[config.mk]
export PLATFORM = sky130hd
export DESIGN_NAME = rv_decode_top
export DESIGN_NICKNAME = d
export VERILOG_FILES = /design/src/rv_isa_pkg.sv /design/src/rv_ctrl_pkg.sv /design/src/rv_i_decoder.sv /design/src/rv_m_decoder.sv /design/src/rv_decoder.sv /design/src/rv_issue_fsm.sv /design/src/rv_muldiv_timer.sv /design/src/rv_decode_top.sv
export SDC_FILE = /design/constraint.sdc
export NUM_CORES = 1
export LEC_CHECK = 0
export CAP_MARGIN = 20
export CORE_MARGIN = 4
export CORE_UTILIZATION = 50
export DETAILED_ROUTE_END_ITERATION = 10
export DONT_BUFFER_PORTS = 1
export HOLD_SLACK_MARGIN = 0.1
export PLACE_DENSITY = 0.77
export SLEW_MARGIN = 20
export SYNTH_ARGS = -nofsm -noshare
export SYNTH_HDL_FRONTEND = slang
export SYNTH_SLANG_ARGS = --single-unit
[constraint.sdc]
create_clock -name clk -period 1.9 [get_ports clk]
set_clock_uncertainty 0.15 [all_clocks]
set_input_delay 0.095 -clock clk [delete_from_list [all_inputs] [get_ports clk]]
set_output_delay 0.095 -clock clk [all_outputs]
set_load 0.02 [all_outputs]
[src/rv_isa_pkg.sv]
// RV32IM instruction field types and encodings, imported by the instruction decoders
`default_nettype none

package rv_isa_pkg;

  ////////////////////
  // Field types
  ////////////////////

  // Full instruction word as fetched
  typedef logic [31:0] instr_t;
  // Major opcode, instr[6:0]
  typedef logic [6:0]  opcode_t;
  // Minor operation, instr[14:12]
  typedef logic [2:0]  funct3_t;
  // Upper function field, instr[31:25]
  typedef logic [6:0]  funct7_t;

  ////////////////////
  // Major opcodes
  ////////////////////

  localparam opcode_t OPCODE_OP       = 7'b0110011;
  localparam opcode_t OPCODE_OPIMM    = 7'b0010011;
  localparam opcode_t OPCODE_LOAD     = 7'b0000011;
  localparam opcode_t OPCODE_STORE    = 7'b0100011;
  localparam opcode_t OPCODE_BRANCH   = 7'b1100011;
  localparam opcode_t OPCODE_JAL      = 7'b1101111;
  localparam opcode_t OPCODE_JALR     = 7'b1100111;
  localparam opcode_t OPCODE_LUI      = 7'b0110111;
  localparam opcode_t OPCODE_AUIPC    = 7'b0010111;
  localparam opcode_t OPCODE_SYSTEM   = 7'b1110011;
  localparam opcode_t OPCODE_MISC_MEM = 7'b0001111;
  // A extension is not implemented, so this opcode is kept only to be rejected
  localparam opcode_t OPCODE_AMO      = 7'b0101111;

  // Funct3 codes that the decoders look at individually
  localparam funct3_t FUNCT3_ADD      = 3'b000;
  localparam funct3_t FUNCT3_SLL      = 3'b001;
  localparam funct3_t FUNCT3_SR       = 3'b101;
  localparam funct3_t FUNCT3_JALR     = 3'b000;
  localparam funct3_t FUNCT3_PRIV     = 3'b000;
  localparam funct3_t FUNCT3_CSR_RSV  = 3'b100;
  localparam funct3_t FUNCT3_FENCE    = 3'b000;
  localparam funct3_t FUNCT3_FENCEI   = 3'b001;

  // Funct7 codes, ALT selects SUB and SRA/SRAI
  localparam funct7_t FUNCT7_BASE     = 7'b0000000;
  localparam funct7_t FUNCT7_ALT      = 7'b0100000;
  localparam funct7_t FUNCT7_MULDIV   = 7'b0000001;

  // Privileged instructions are matched on the whole word
  localparam instr_t  INSTR_ECALL     = 32'h0000_0073;
  localparam instr_t  INSTR_EBREAK    = 32'h0010_0073;
  localparam instr_t  INSTR_MRET      = 32'h3020_0073;
  localparam instr_t  INSTR_WFI       = 32'h1050_0073;

endpackage

`default_nettype wire

[src/rv_ctrl_pkg.sv]
// Decode control encodings and issue state type, shared by the decoders, issue FSM and top level
`default_nettype none

package rv_ctrl_pkg;

  // Unit enables as {alu, div, mul, csr, sys, lsu, illegal}
  typedef logic [6:0] unit_en_t;

  localparam int UNIT_ALU     = 6;
  localparam int UNIT_DIV     = 5;
  localparam int UNIT_MUL     = 4;
  localparam int UNIT_CSR     = 3;
  localparam int UNIT_SYS     = 2;
  localparam int UNIT_LSU     = 1;
  localparam int UNIT_ILLEGAL = 0;

  localparam unit_en_t UNIT_EN_NONE = 7'b000_0000;

  // Operand source selects, zero always means unused
  typedef logic [1:0] op_a_sel_t;
  localparam op_a_sel_t OP_A_NONE = 2'd0;
  localparam op_a_sel_t OP_A_REG  = 2'd1;
  localparam op_a_sel_t OP_A_PC   = 2'd2;
  localparam op_a_sel_t OP_A_ZERO = 2'd3;

  typedef logic [1:0] op_b_sel_t;
  localparam op_b_sel_t OP_B_NONE = 2'd0;
  localparam op_b_sel_t OP_B_REG  = 2'd1;
  localparam op_b_sel_t OP_B_IMM  = 2'd2;

  // Operand C carries store data or the branch compare operand
  typedef logic op_c_sel_t;
  localparam op_c_sel_t OP_C_NONE = 1'b0;
  localparam op_c_sel_t OP_C_REG  = 1'b1;

  // Issue FSM states
  typedef enum logic {IDLE, WAIT_MULDIV} issue_state_t;

endpackage

`default_nettype wire

[src/rv_i_decoder.sv]
// Combinational decoder for the RV32I base set, driving unit enables, operand selects and a match flag
`default_nettype none
`timescale 1ns/1ps

module rv_i_decoder (
  input  rv_isa_pkg::instr_t     instr_i,
  output rv_ctrl_pkg::unit_en_t  unit_en_o,
  output rv_ctrl_pkg::op_a_sel_t op_a_sel_o,
  output rv_ctrl_pkg::op_b_sel_t op_b_sel_o,
  output rv_ctrl_pkg::op_c_sel_t op_c_sel_o,
  output logic                   match_o
);
  import rv_isa_pkg::*;
  import rv_ctrl_pkg::*;

  opcode_t opcode;
  funct3_t funct3;
  funct7_t funct7;

  assign opcode = instr_i[6:0];
  assign funct3 = instr_i[14:12];
  assign funct7 = instr_i[31:25];

  // Every branch sets the match flag together with its controls
  // With no match all outputs keep their idle defaults
  always_comb begin
    unit_en_o  = UNIT_EN_NONE;
    op_a_sel_o = OP_A_NONE;
    op_b_sel_o = OP_B_NONE;
    op_c_sel_o = OP_C_NONE;
    match_o    = 1'b0;
    case (opcode)
      OPCODE_OP: begin
        // Only SUB and SRA use the alternate funct7, MULDIV is left to the M decoder
        if ((funct7 == FUNCT7_BASE) ||
            ((funct7 == FUNCT7_ALT) && ((funct3 == FUNCT3_ADD) || (funct3 == FUNCT3_SR)))) begin
          match_o             = 1'b1;
          unit_en_o[UNIT_ALU] = 1'b1;
          op_a_sel_o          = OP_A_REG;
          op_b_sel_o          = OP_B_REG;
        end
      end
      OPCODE_OPIMM: begin
        // Shift immediates constrain the upper bits, the rest take any immediate
        if (((funct3 != FUNCT3_SLL) && (funct3 != FUNCT3_SR)) ||
            ((funct3 == FUNCT3_SLL) && (funct7 == FUNCT7_BASE)) ||
            ((funct3 == FUNCT3_SR) && ((funct7 == FUNCT7_BASE) || (funct7 == FUNCT7_ALT)))) begin
          match_o             = 1'b1;
          unit_en_o[UNIT_ALU] = 1'b1;
          op_a_sel_o          = OP_A_REG;
          op_b_sel_o          = OP_B_IMM;
        end
      end
      OPCODE_LOAD: begin
        // LB, LH, LW, LBU and LHU
        if (funct3 inside {3'b000, 3'b001, 3'b010, 3'b100, 3'b101}) begin
          match_o             = 1'b1;
          unit_en_o[UNIT_LSU] = 1'b1;
          op_a_sel_o          = OP_A_REG;
          op_b_sel_o          = OP_B_IMM;
        end
      end
      OPCODE_STORE: begin
        // SB, SH and SW, store data rides on operand C
        if (funct3 inside {3'b000, 3'b001, 3'b010}) begin
          match_o             = 1'b1;
          unit_en_o[UNIT_LSU] = 1'b1;
          op_a_sel_o          = OP_A_REG;
          op_b_sel_o          = OP_B_IMM;
          op_c_sel_o          = OP_C_REG;
        end
      end
      OPCODE_BRANCH: begin
        // ALU forms the target from PC and offset, the compare operand comes on C
        if (!(funct3 inside {3'b010, 3'b011})) begin
          match_o             = 1'b1;
          unit_en_o[UNIT_ALU] = 1'b1;
          op_a_sel_o          = OP_A_PC;
          op_b_sel_o          = OP_B_IMM;
          op_c_sel_o          = OP_C_REG;
        end
      end
      OPCODE_JAL: begin
        match_o             = 1'b1;
        unit_en_o[UNIT_ALU] = 1'b1;
        op_a_sel_o          = OP_A_PC;
        op_b_sel_o          = OP_B_IMM;
      end
      OPCODE_JALR: begin
        if (funct3 == FUNCT3_JALR) begin
          match_o             = 1'b1;
          unit_en_o[UNIT_ALU] = 1'b1;
          op_a_sel_o          = OP_A_REG;
          op_b_sel_o          = OP_B_IMM;
        end
      end
      OPCODE_LUI: begin
        // LUI is computed as zero plus the upper immediate
        match_o             = 1'b1;
        unit_en_o[UNIT_ALU] = 1'b1;
        op_a_sel_o          = OP_A_ZERO;
        op_b_sel_o          = OP_B_IMM;
      end
      OPCODE_AUIPC: begin
        match_o             = 1'b1;
        unit_en_o[UNIT_ALU] = 1'b1;
        op_a_sel_o          = OP_A_PC;
        op_b_sel_o          = OP_B_IMM;
      end
      OPCODE_SYSTEM: begin
        if (funct3 == FUNCT3_PRIV) begin
          // Privileged words are checked in full, other encodings stay illegal
          if (instr_i inside {INSTR_ECALL, INSTR_EBREAK, INSTR_MRET, INSTR_WFI}) begin
            match_o             = 1'b1;
            unit_en_o[UNIT_SYS] = 1'b1;
          end
        end else if (funct3 != FUNCT3_CSR_RSV) begin
          // CSR address is the immediate; only the register forms read rs1
          match_o             = 1'b1;
          unit_en_o[UNIT_CSR] = 1'b1;
          op_a_sel_o          = funct3[2] ? OP_A_NONE : OP_A_REG;
          op_b_sel_o          = OP_B_IMM;
        end
      end
      OPCODE_MISC_MEM: begin
        // FENCE and FENCE.I are both handled by the system unit
        if ((funct3 == FUNCT3_FENCE) || (funct3 == FUNCT3_FENCEI)) begin
          match_o             = 1'b1;
          unit_en_o[UNIT_SYS] = 1'b1;
        end
      end
      OPCODE_AMO: begin
        // No A extension here, so an AMO stays unmatched
        match_o = 1'b0;
      end
      default: begin
        match_o = 1'b0;
      end
    endcase
  end

endmodule

`default_nettype wire

[src/rv_m_decoder.sv]
// Combinational decoder for the RV32M multiply and divide instructions, with a match flag
`default_nettype none
`timescale 1ns/1ps

module rv_m_decoder (
  input  rv_isa_pkg::instr_t     instr_i,
  output rv_ctrl_pkg::unit_en_t  unit_en_o,
  output rv_ctrl_pkg::op_a_sel_t op_a_sel_o,
  output rv_ctrl_pkg::op_b_sel_t op_b_sel_o,
  output rv_ctrl_pkg::op_c_sel_t op_c_sel_o,
  output logic                   match_o
);
  import rv_isa_pkg::*;
  import rv_ctrl_pkg::*;

  // Only register-register OP words with the MULDIV funct7 belong here
  assign match_o = (instr_i[6:0] == OPCODE_OP) && (instr_i[31:25] == FUNCT7_MULDIV);

  // Funct3 bit 2 splits MUL/MULH* from DIV/REM*
  always_comb begin
    unit_en_o  = UNIT_EN_NONE;
    op_a_sel_o = OP_A_NONE;
    op_b_sel_o = OP_B_NONE;
    op_c_sel_o = OP_C_NONE;
    if (match_o) begin
      if (instr_i[14]) begin
        unit_en_o[UNIT_DIV] = 1'b1;
        op_a_sel_o          = OP_A_REG;
        op_b_sel_o          = OP_B_REG;
      end else begin
        // Multiplier reads the register file itself, so no operand selects
        unit_en_o[UNIT_MUL] = 1'b1;
      end
    end
  end

endmodule

`default_nettype wire

[src/rv_decoder.sv]
// Decoder wrapper that merges the I and M sub-decoders, masks pointer words and registers controls
`default_nettype none
`timescale 1ns/1ps

module rv_decoder (
  input  logic                   clk,
  input  logic                   rst_i,
  input  logic                   accept_i,
  input  rv_isa_pkg::instr_t     instr_i,
  input  logic                   ptr_i,
  output rv_ctrl_pkg::unit_en_t  unit_en_next_o,
  output rv_ctrl_pkg::unit_en_t  unit_en_o,
  output rv_ctrl_pkg::op_a_sel_t op_a_sel_o,
  output rv_ctrl_pkg::op_b_sel_t op_b_sel_o,
  output rv_ctrl_pkg::op_c_sel_t op_c_sel_o,
  output logic                   issue_o
);
  import rv_ctrl_pkg::*;

  unit_en_t  i_unit_en, m_unit_en, dec_unit_en;
  op_a_sel_t i_op_a_sel, m_op_a_sel, dec_op_a_sel;
  op_b_sel_t i_op_b_sel, m_op_b_sel, dec_op_b_sel;
  op_c_sel_t i_op_c_sel, m_op_c_sel, dec_op_c_sel;
  logic      i_match, m_match;
  logic      issue_q;

  rv_i_decoder rv_i_decoder_inst (
    .instr_i    (instr_i),
    .unit_en_o  (i_unit_en),
    .op_a_sel_o (i_op_a_sel),
    .op_b_sel_o (i_op_b_sel),
    .op_c_sel_o (i_op_c_sel),
    .match_o    (i_match)
  );

  rv_m_decoder rv_m_decoder_inst (
    .instr_i    (instr_i),
    .unit_en_o  (m_unit_en),
    .op_a_sel_o (m_op_a_sel),
    .op_b_sel_o (m_op_b_sel),
    .op_c_sel_o (m_op_c_sel),
    .match_o    (m_match)
  );

  ////////////////////
  // Merge
  ////////////////////

  // The sub-decoders never match the same word, so the priority order is arbitrary
  // A pointer word is data, it gets no unit and is not illegal either
  always_comb begin
    dec_unit_en  = UNIT_EN_NONE;
    dec_op_a_sel = OP_A_NONE;
    dec_op_b_sel = OP_B_NONE;
    dec_op_c_sel = OP_C_NONE;
    if (!ptr_i) begin
      if (m_match) begin
        dec_unit_en  = m_unit_en;
        dec_op_a_sel = m_op_a_sel;
        dec_op_b_sel = m_op_b_sel;
        dec_op_c_sel = m_op_c_sel;
      end else if (i_match) begin
        dec_unit_en  = i_unit_en;
        dec_op_a_sel = i_op_a_sel;
        dec_op_b_sel = i_op_b_sel;
        dec_op_c_sel = i_op_c_sel;
      end else begin
        dec_unit_en[UNIT_ILLEGAL] = 1'b1;
      end
    end
  end

  // Issue FSM needs the unregistered enables to start the multiply/divide timer
  assign unit_en_next_o = dec_unit_en;

  ////////////////////
  // Issue register
  ////////////////////

  // Enables and the issue strobe are control state and are cleared by reset
  always_ff @(posedge clk) begin
    if (rst_i) begin
      issue_q   <= 1'b0;
      unit_en_o <= UNIT_EN_NONE;
    end else begin
      issue_q <= accept_i;
      if (accept_i) begin
        unit_en_o <= dec_unit_en;
      end
    end
  end

  // Operand selects hold their last value between issues
  always_ff @(posedge clk) begin
    if (accept_i) begin
      op_a_sel_o <= dec_op_a_sel;
      op_b_sel_o <= dec_op_b_sel;
      op_c_sel_o <= dec_op_c_sel;
    end
  end

  assign issue_o = issue_q;

endmodule

`default_nettype wire

[src/rv_issue_fsm.sv]
// Issue FSM that accepts decoded instructions and stalls the stage while a multiply or divide runs
`default_nettype none
`timescale 1ns/1ps

module rv_issue_fsm (
  input  logic                  clk,
  input  logic                  rst_i,
  input  logic                  instr_valid_i,
  input  rv_ctrl_pkg::unit_en_t unit_en_i,
  input  logic                  done_i,
  output logic                  accept_o,
  output logic                  start_mul_o,
  output logic                  start_div_o,
  output logic                  busy_o
);
  import rv_ctrl_pkg::*;

  issue_state_t state_q, state_d;
  logic         busy_q;

  // Acceptance only depends on the state, so a valid word in IDLE is always taken
  assign accept_o    = instr_valid_i && (state_q == IDLE);
  assign start_mul_o = accept_o && unit_en_i[UNIT_MUL];
  assign start_div_o = accept_o && unit_en_i[UNIT_DIV];

  always_comb begin
    state_d = state_q;
    case (state_q)
      IDLE: begin
        // Mul and div leave IDLE on the accepting edge
        if (start_mul_o || start_div_o) begin
          state_d = WAIT_MULDIV;
        end
      end
      WAIT_MULDIV: begin
        // The timer flags the last busy cycle
        if (done_i) begin
          state_d = IDLE;
        end
      end
      default: begin
        state_d = IDLE;
      end
    endcase
  end

  // Busy is registered from the next state, so it rises on the accepting edge
  always_ff @(posedge clk) begin
    if (rst_i) begin
      state_q <= IDLE;
      busy_q  <= 1'b0;
    end else begin
      state_q <= state_d;
      busy_q  <= (state_d == WAIT_MULDIV);
    end
  end

  assign busy_o = busy_q;

endmodule

`default_nettype wire

[src/rv_muldiv_timer.sv]
// Down counter that times the fixed multiply or divide latency and flags its last cycle
`default_nettype none
`timescale 1ns/1ps

module rv_muldiv_timer #(
  parameter int unsigned MUL_CYCLES = 2,
  parameter int unsigned DIV_CYCLES = 8
) (
  input  logic clk,
  input  logic rst_i,
  input  logic start_mul_i,
  input  logic start_div_i,
  output logic done_o
);
  // Four bits cover latencies from 1 to 15
  typedef logic [3:0] lat_cnt_t;

  // Loading latency minus one makes done land in the last busy cycle
  localparam lat_cnt_t MUL_LOAD = lat_cnt_t'(MUL_CYCLES - 1);
  localparam lat_cnt_t DIV_LOAD = lat_cnt_t'(DIV_CYCLES - 1);

  lat_cnt_t cnt_q;
  logic     run_q;

  assign done_o = run_q && (cnt_q == '0);

  always_ff @(posedge clk) begin
    if (rst_i) begin
      run_q <= 1'b0;
      cnt_q <= '0;
    end else if (start_mul_i) begin
      run_q <= 1'b1;
      cnt_q <= MUL_LOAD;
    end else if (start_div_i) begin
      run_q <= 1'b1;
      cnt_q <= DIV_LOAD;
    end else if (done_o) begin
      run_q <= 1'b0;
    end else if (run_q) begin
      cnt_q <= cnt_q - 1'b1;
    end
  end

endmodule

`default_nettype wire

[src/rv_decode_top.sv]
// Top level of the decode stage, connecting the decoder, the issue FSM and the latency timer
`default_nettype none
`timescale 1ns/1ps

module rv_decode_top #(
  parameter int unsigned MUL_CYCLES = 2,
  parameter int unsigned DIV_CYCLES = 8
) (
  input  logic                   clk,
  input  logic                   rst_i,
  input  logic                   instr_valid_i,
  input  rv_isa_pkg::instr_t     instr_i,
  input  logic                   ptr_i,
  output logic                   busy_o,
  output logic                   issue_o,
  output rv_ctrl_pkg::unit_en_t  unit_en_o,
  output rv_ctrl_pkg::op_a_sel_t op_a_sel_o,
  output rv_ctrl_pkg::op_b_sel_t op_b_sel_o,
  output rv_ctrl_pkg::op_c_sel_t op_c_sel_o
);
  import rv_ctrl_pkg::*;

  unit_en_t unit_en_next;
  logic     accept;
  logic     start_mul;
  logic     start_div;
  logic     done;

  rv_decoder rv_decoder_inst (
    .clk            (clk),
    .rst_i          (rst_i),
    .accept_i       (accept),
    .instr_i        (instr_i),
    .ptr_i          (ptr_i),
    .unit_en_next_o (unit_en_next),
    .unit_en_o      (unit_en_o),
    .op_a_sel_o     (op_a_sel_o),
    .op_b_sel_o     (op_b_sel_o),
    .op_c_sel_o     (op_c_sel_o),
    .issue_o        (issue_o)
  );

  // FSM sees the decode of the current word before it is registered
  rv_issue_fsm rv_issue_fsm_inst (
    .clk           (clk),
    .rst_i         (rst_i),
    .instr_valid_i (instr_valid_i),
    .unit_en_i     (unit_en_next),
    .done_i        (done),
    .accept_o      (accept),
    .start_mul_o   (start_mul),
    .start_div_o   (start_div),
    .busy_o        (busy_o)
  );

  rv_muldiv_timer #(
    .MUL_CYCLES (MUL_CYCLES),
    .DIV_CYCLES (DIV_CYCLES)
  ) rv_muldiv_timer_inst (
    .clk         (clk),
    .rst_i       (rst_i),
    .start_mul_i (start_mul),
    .start_div_i (start_div),
    .done_o      (done)
  );

endmodule

`default_nettype wire

==> metrics.md <==
| Metric | Value |
|---|---|
| Status | finished with violations |
| Failing checks | hold timing |
| Clock slew at reported path FFs | 90 ps |
| Via count | 1,229 |
| Fin. max-slew vios | 0 |
| LEAKAGE | between 0.5 and 0.6 nW |
| Die X | around 60 um |
| Worst setup SP type | primary input |
| H-tree depth | 1 |
| Synth Area in Compound Gates | 0.183 |
| First-pass GRT wire length | 5180 um |
| Critical-path cell list | dlygate4sd3_1 -> inv_1 -> o2111ai_1 -> dlygate4sd3_1 -> nor2_1 |
| Final #Nets | ~210 |
| Number of endpoints failing setup at the final stage | 0 |
| Die height | just under 60 um |
| Post-synthesis mux area share | 0.0154 |
| Setup Total Neg Slack | 0 ps |
| Routed WL per cell | between 15 and 20 um |
| # diodes | 0 |
| VDD IR max | around 470 uV |
| Synth Warn # | 0 |
| Synth Area in XOR/XNOR | 0.0269 |
| Row Count | 18 |
| Post-synthesis instance total | 153 |
| CP Buf/Inv Count | 3 |
| Router iterations before antenna repair | 4 |
| Post-synth EDFFs | 5 |
| Pre-CTS setup slack | between 20 and 25 ps |
| CTS Buf Count | 3 |
| Pwr/cell area | about 480 nW/um2 |
| Placer congestion estimate | about 0.88 |
| Setup ws final | a little under 80 ps |
| Relative slew margins | 0.680 |
| Max Cap Violations | 0 |
| Vias in the first global route | ~1,200 |
| Layout cell share with drive strength beyond 1 | 0.107 |
| Switching share of power | 0.243 |
| Final antenna-violating net count | 0 |
| Psw | 0.000177 W |
| Main flop type after synthesis | dfxtp_1 |
| Mapped Area | ~1300 um2 |
| Clock Path Buffers | 2 |
| Post-layout util | 0.608 |
| Maximum fanout along the worst path | 7 |
| Slew @ Worst Pin | between 400 and 500 ps |
| Worst skew pair latency | 290 ps |
| Max Fclk | between 500 and 600 MHz |
| Ports | 50 |
| Most used cell, CP | dlygate4sd3_1 |
| CTS Root Cell | clkbuf_4 |
| Via-to-Cell Ratio | just over 6 |
| Initial antenna violation count | 0 |
| Yosys cell types | between 40 and 50 |
| Ys async rst share | 0 |
| CTS tree | yes |
| Portion of total power attributed to the clock network | 0.267 |
| Iter 0 DRT Violations | 25 |
| Crit path kind | in2reg |
| Crit share post-route | 0.958 |
| Simple-gate share of the synthesized area | 0.367 |
| Seq pwr share | 0.595 |
| HP Class | in2reg |
| RSZ-0062 raised after global routing | false |
| Crit path max-delay cell type | dlygate4sd3_1 |
| Worst path top cell family by delay | buffers and inverters |
| Critical Path AT | 1720 ps |
| DP Wirelength | between 2000 and 2500 um |
| Die area | around 3500 um2 |
| Critical Path Max Stage Delay | 690 ps |
| Main combinational cell family by area after synthesis | simple AND/OR/NAND/NOR gates |
| P_int | about 0.00055 W |
| Fin Hold WS | -10.4 ps |
| Sequential share of the synthesized area | 0.330 |
| GRT Residual Overflow | 0 |
| Comb pwr share | 0.138 |
| Gr usage total | 0.190 |
| Initial core utilization | 0.526 |
| Final hold viol count | 1 |
| Final Critical Period | roughly 1800 ps |
| Synthesized net count | ~190 |
| Yosys reg bits | 19 |
| Clk sinks | 19 |
| Total Wirelength | between 3000 and 4000 um |
| Syn_area_per_cell | approximately 8.5 um2 |
| Port Buffer Count | 0 |
| Endpoint type of the worst setup path | register |
| Worst EP required | 1800 ps |
| Residual DRC | 0 |
| Largest net degree at the start of global routing | 14 |
| Core area | around 2500 um2 |
| Post-Synth Adder-Cell Area | 0.0192 |
| Area grow syn2layout | 15.7% |
-- flip-flops by register name, summed over array words and instances, names as in the netlist --
name	cells
rv_decoder_inst.issue_o	1
rv_decoder_inst.op_a_sel_o	2
rv_decoder_inst.op_b_sel_o	2
rv_decoder_inst.op_c_sel_o	1
rv_decoder_inst.unit_en_o	7
rv_issue_fsm_inst.state_q	1
rv_muldiv_timer_inst.cnt_q	4
rv_muldiv_timer_inst.run_q	1
-- timing repair --
| item | CTS | global route |
|---|---|---|
| pin swaps | 0 | 0 |
| endpoints found under the setup margin | 1 | 2 |
| hold endpoints to repair | 19 | 7 |
| hold buffers | 15 | 1 |
| resized for setup | 1 | 2 |
| buffers inserted | 0 | 0 |
-- stage by stage --
step	instance area (um2)	total power [W]	std cells
6_report	1510	0.000728	198
4_1_cts	1490	0.000726	197
2_1_floorplan	1300	0.000516	153
3_3_place_gp	1310	0.000512	178
5_1_grt	1510	0.000762	198
3_5_place_dp	1310	0.000514	178
-- cells in the mapped netlist, types with 3 or more instances --
library cell  count  area [um2]
a211oi_1          3        22.5
a21oi_1           9        45.0
buf_6             3        33.8
clkbuf_1          4        15.0
dfxtp_1          14         280
edfxtp_1          5         150
inv_1             6        22.5
nand2_1          10        37.5
nand2b_1          5        31.3
nand3_1           3        15.0
nand4_1           6        37.5
nor2_1           15        56.3
nor2b_1           5        31.3
nor3_1            5        25.0
nor4_1            5        31.3
nor4b_1           3        26.3
o211ai_1          3        22.5
o21ai_0           7        35.0
xnor2_1           3        26.3
-- worst reg2reg max path, delay by kind of cell, from the launching register on --
kind | cells | cell delay [ps]
AOI/OAI and AO/OA | 1 | 220
xor gates and xnor gates | 1 | 110
adders and majority gates | 1 | 200
buffers and inverters | 1 | 80
DFF | 1 | 340
and+or+nand+nor | 3 | 560
-- logic make-up (layout without fill, tap and decap cells) --
group | count (synthesis) | after routing
DFF | 19 | 19
buffers and inverters | 14 | 29
xor gates and xnor gates | 4 | 4
adders and majority gates | 2 | 2
and+or+nand+nor | 77 | 77
AOI/OAI and AO/OA | 35 | 35
muxes | 2 | 2
-- worst paths after layout --
| path | startpoint | endpoint | slack [ps] | depth (start not counted) |
|---|---|---|---|---|
| hold reg to reg | rv_muldiv_timer_inst.run_q$_SDFFE_PP0P_ | rv_muldiv_timer_inst.run_q$_SDFFE_PP0P_ | 410 | 2 |
| hold / removal | instr_i[2] | rv_decoder_inst.op_a_sel_o[1]$_SDFFCE_PP0P_ | -10 | 2 |
| setup reg to reg | rv_muldiv_timer_inst.cnt_q[0]$_SDFFE_PP0P_ | rv_muldiv_timer_inst.cnt_q[3]$_SDFFE_PP0P_ | 160 | 7 |
| setup / recovery | instr_i[14] | rv_decoder_inst.op_c_sel_o$_SDFFCE_PP0P_ | 80 | 5 |
-- layout by cell type, fill, tap and decap left out, types with 5 or more instances in the layout --
master         count
edfxtp_1           5
nor2_1            15
dlygate4sd3_1     16
dfxtp_1           14
nor3_1             5
nand4_1            6
nor2b_1            5
a21oi_1            9
o21ai_0            7
nand2_1            9
nor4_1             5
nand2b_1           5
inv_1              6
-- layer usage --
layer  global-route usage  up-vias  part of all wire
met4               0.0550        0             0.011
li1                     -      602                 -
met3               0.0566        4             0.062
met2                0.347       41              0.52
met1                0.210      582              0.40
met5                    0        -                 0
-- layout make-up --
| cell class | instances | area, um2 |
|---|---|---|
| clock buffer | 3 | 22.5 |
| clock inverter | 1 | 5.00 |
| fill | 220 | 971 |
| inverter | 6 | 22.5 |
| multi-input combinational | 120 | 806 |
| sequential | 19 | 430 |
| tap | 30 | 37.5 |
| timing repair buffer | 19 | 183 |
-- power by group through the flow --
stage                     clock network (W)  registers, W  logic (W)
final                              0.000195      0.000433   0.000100
after global routing               0.000219      0.000434   0.000109
after CTS                          0.000196      0.000433  0.0000963
after detailed placement                  0      0.000443  0.0000709
after global placement                    0      0.000442  0.0000694
after floorplan                           0      0.000441  0.0000748
Note: power is estimated with default switching activity, not from simulation.
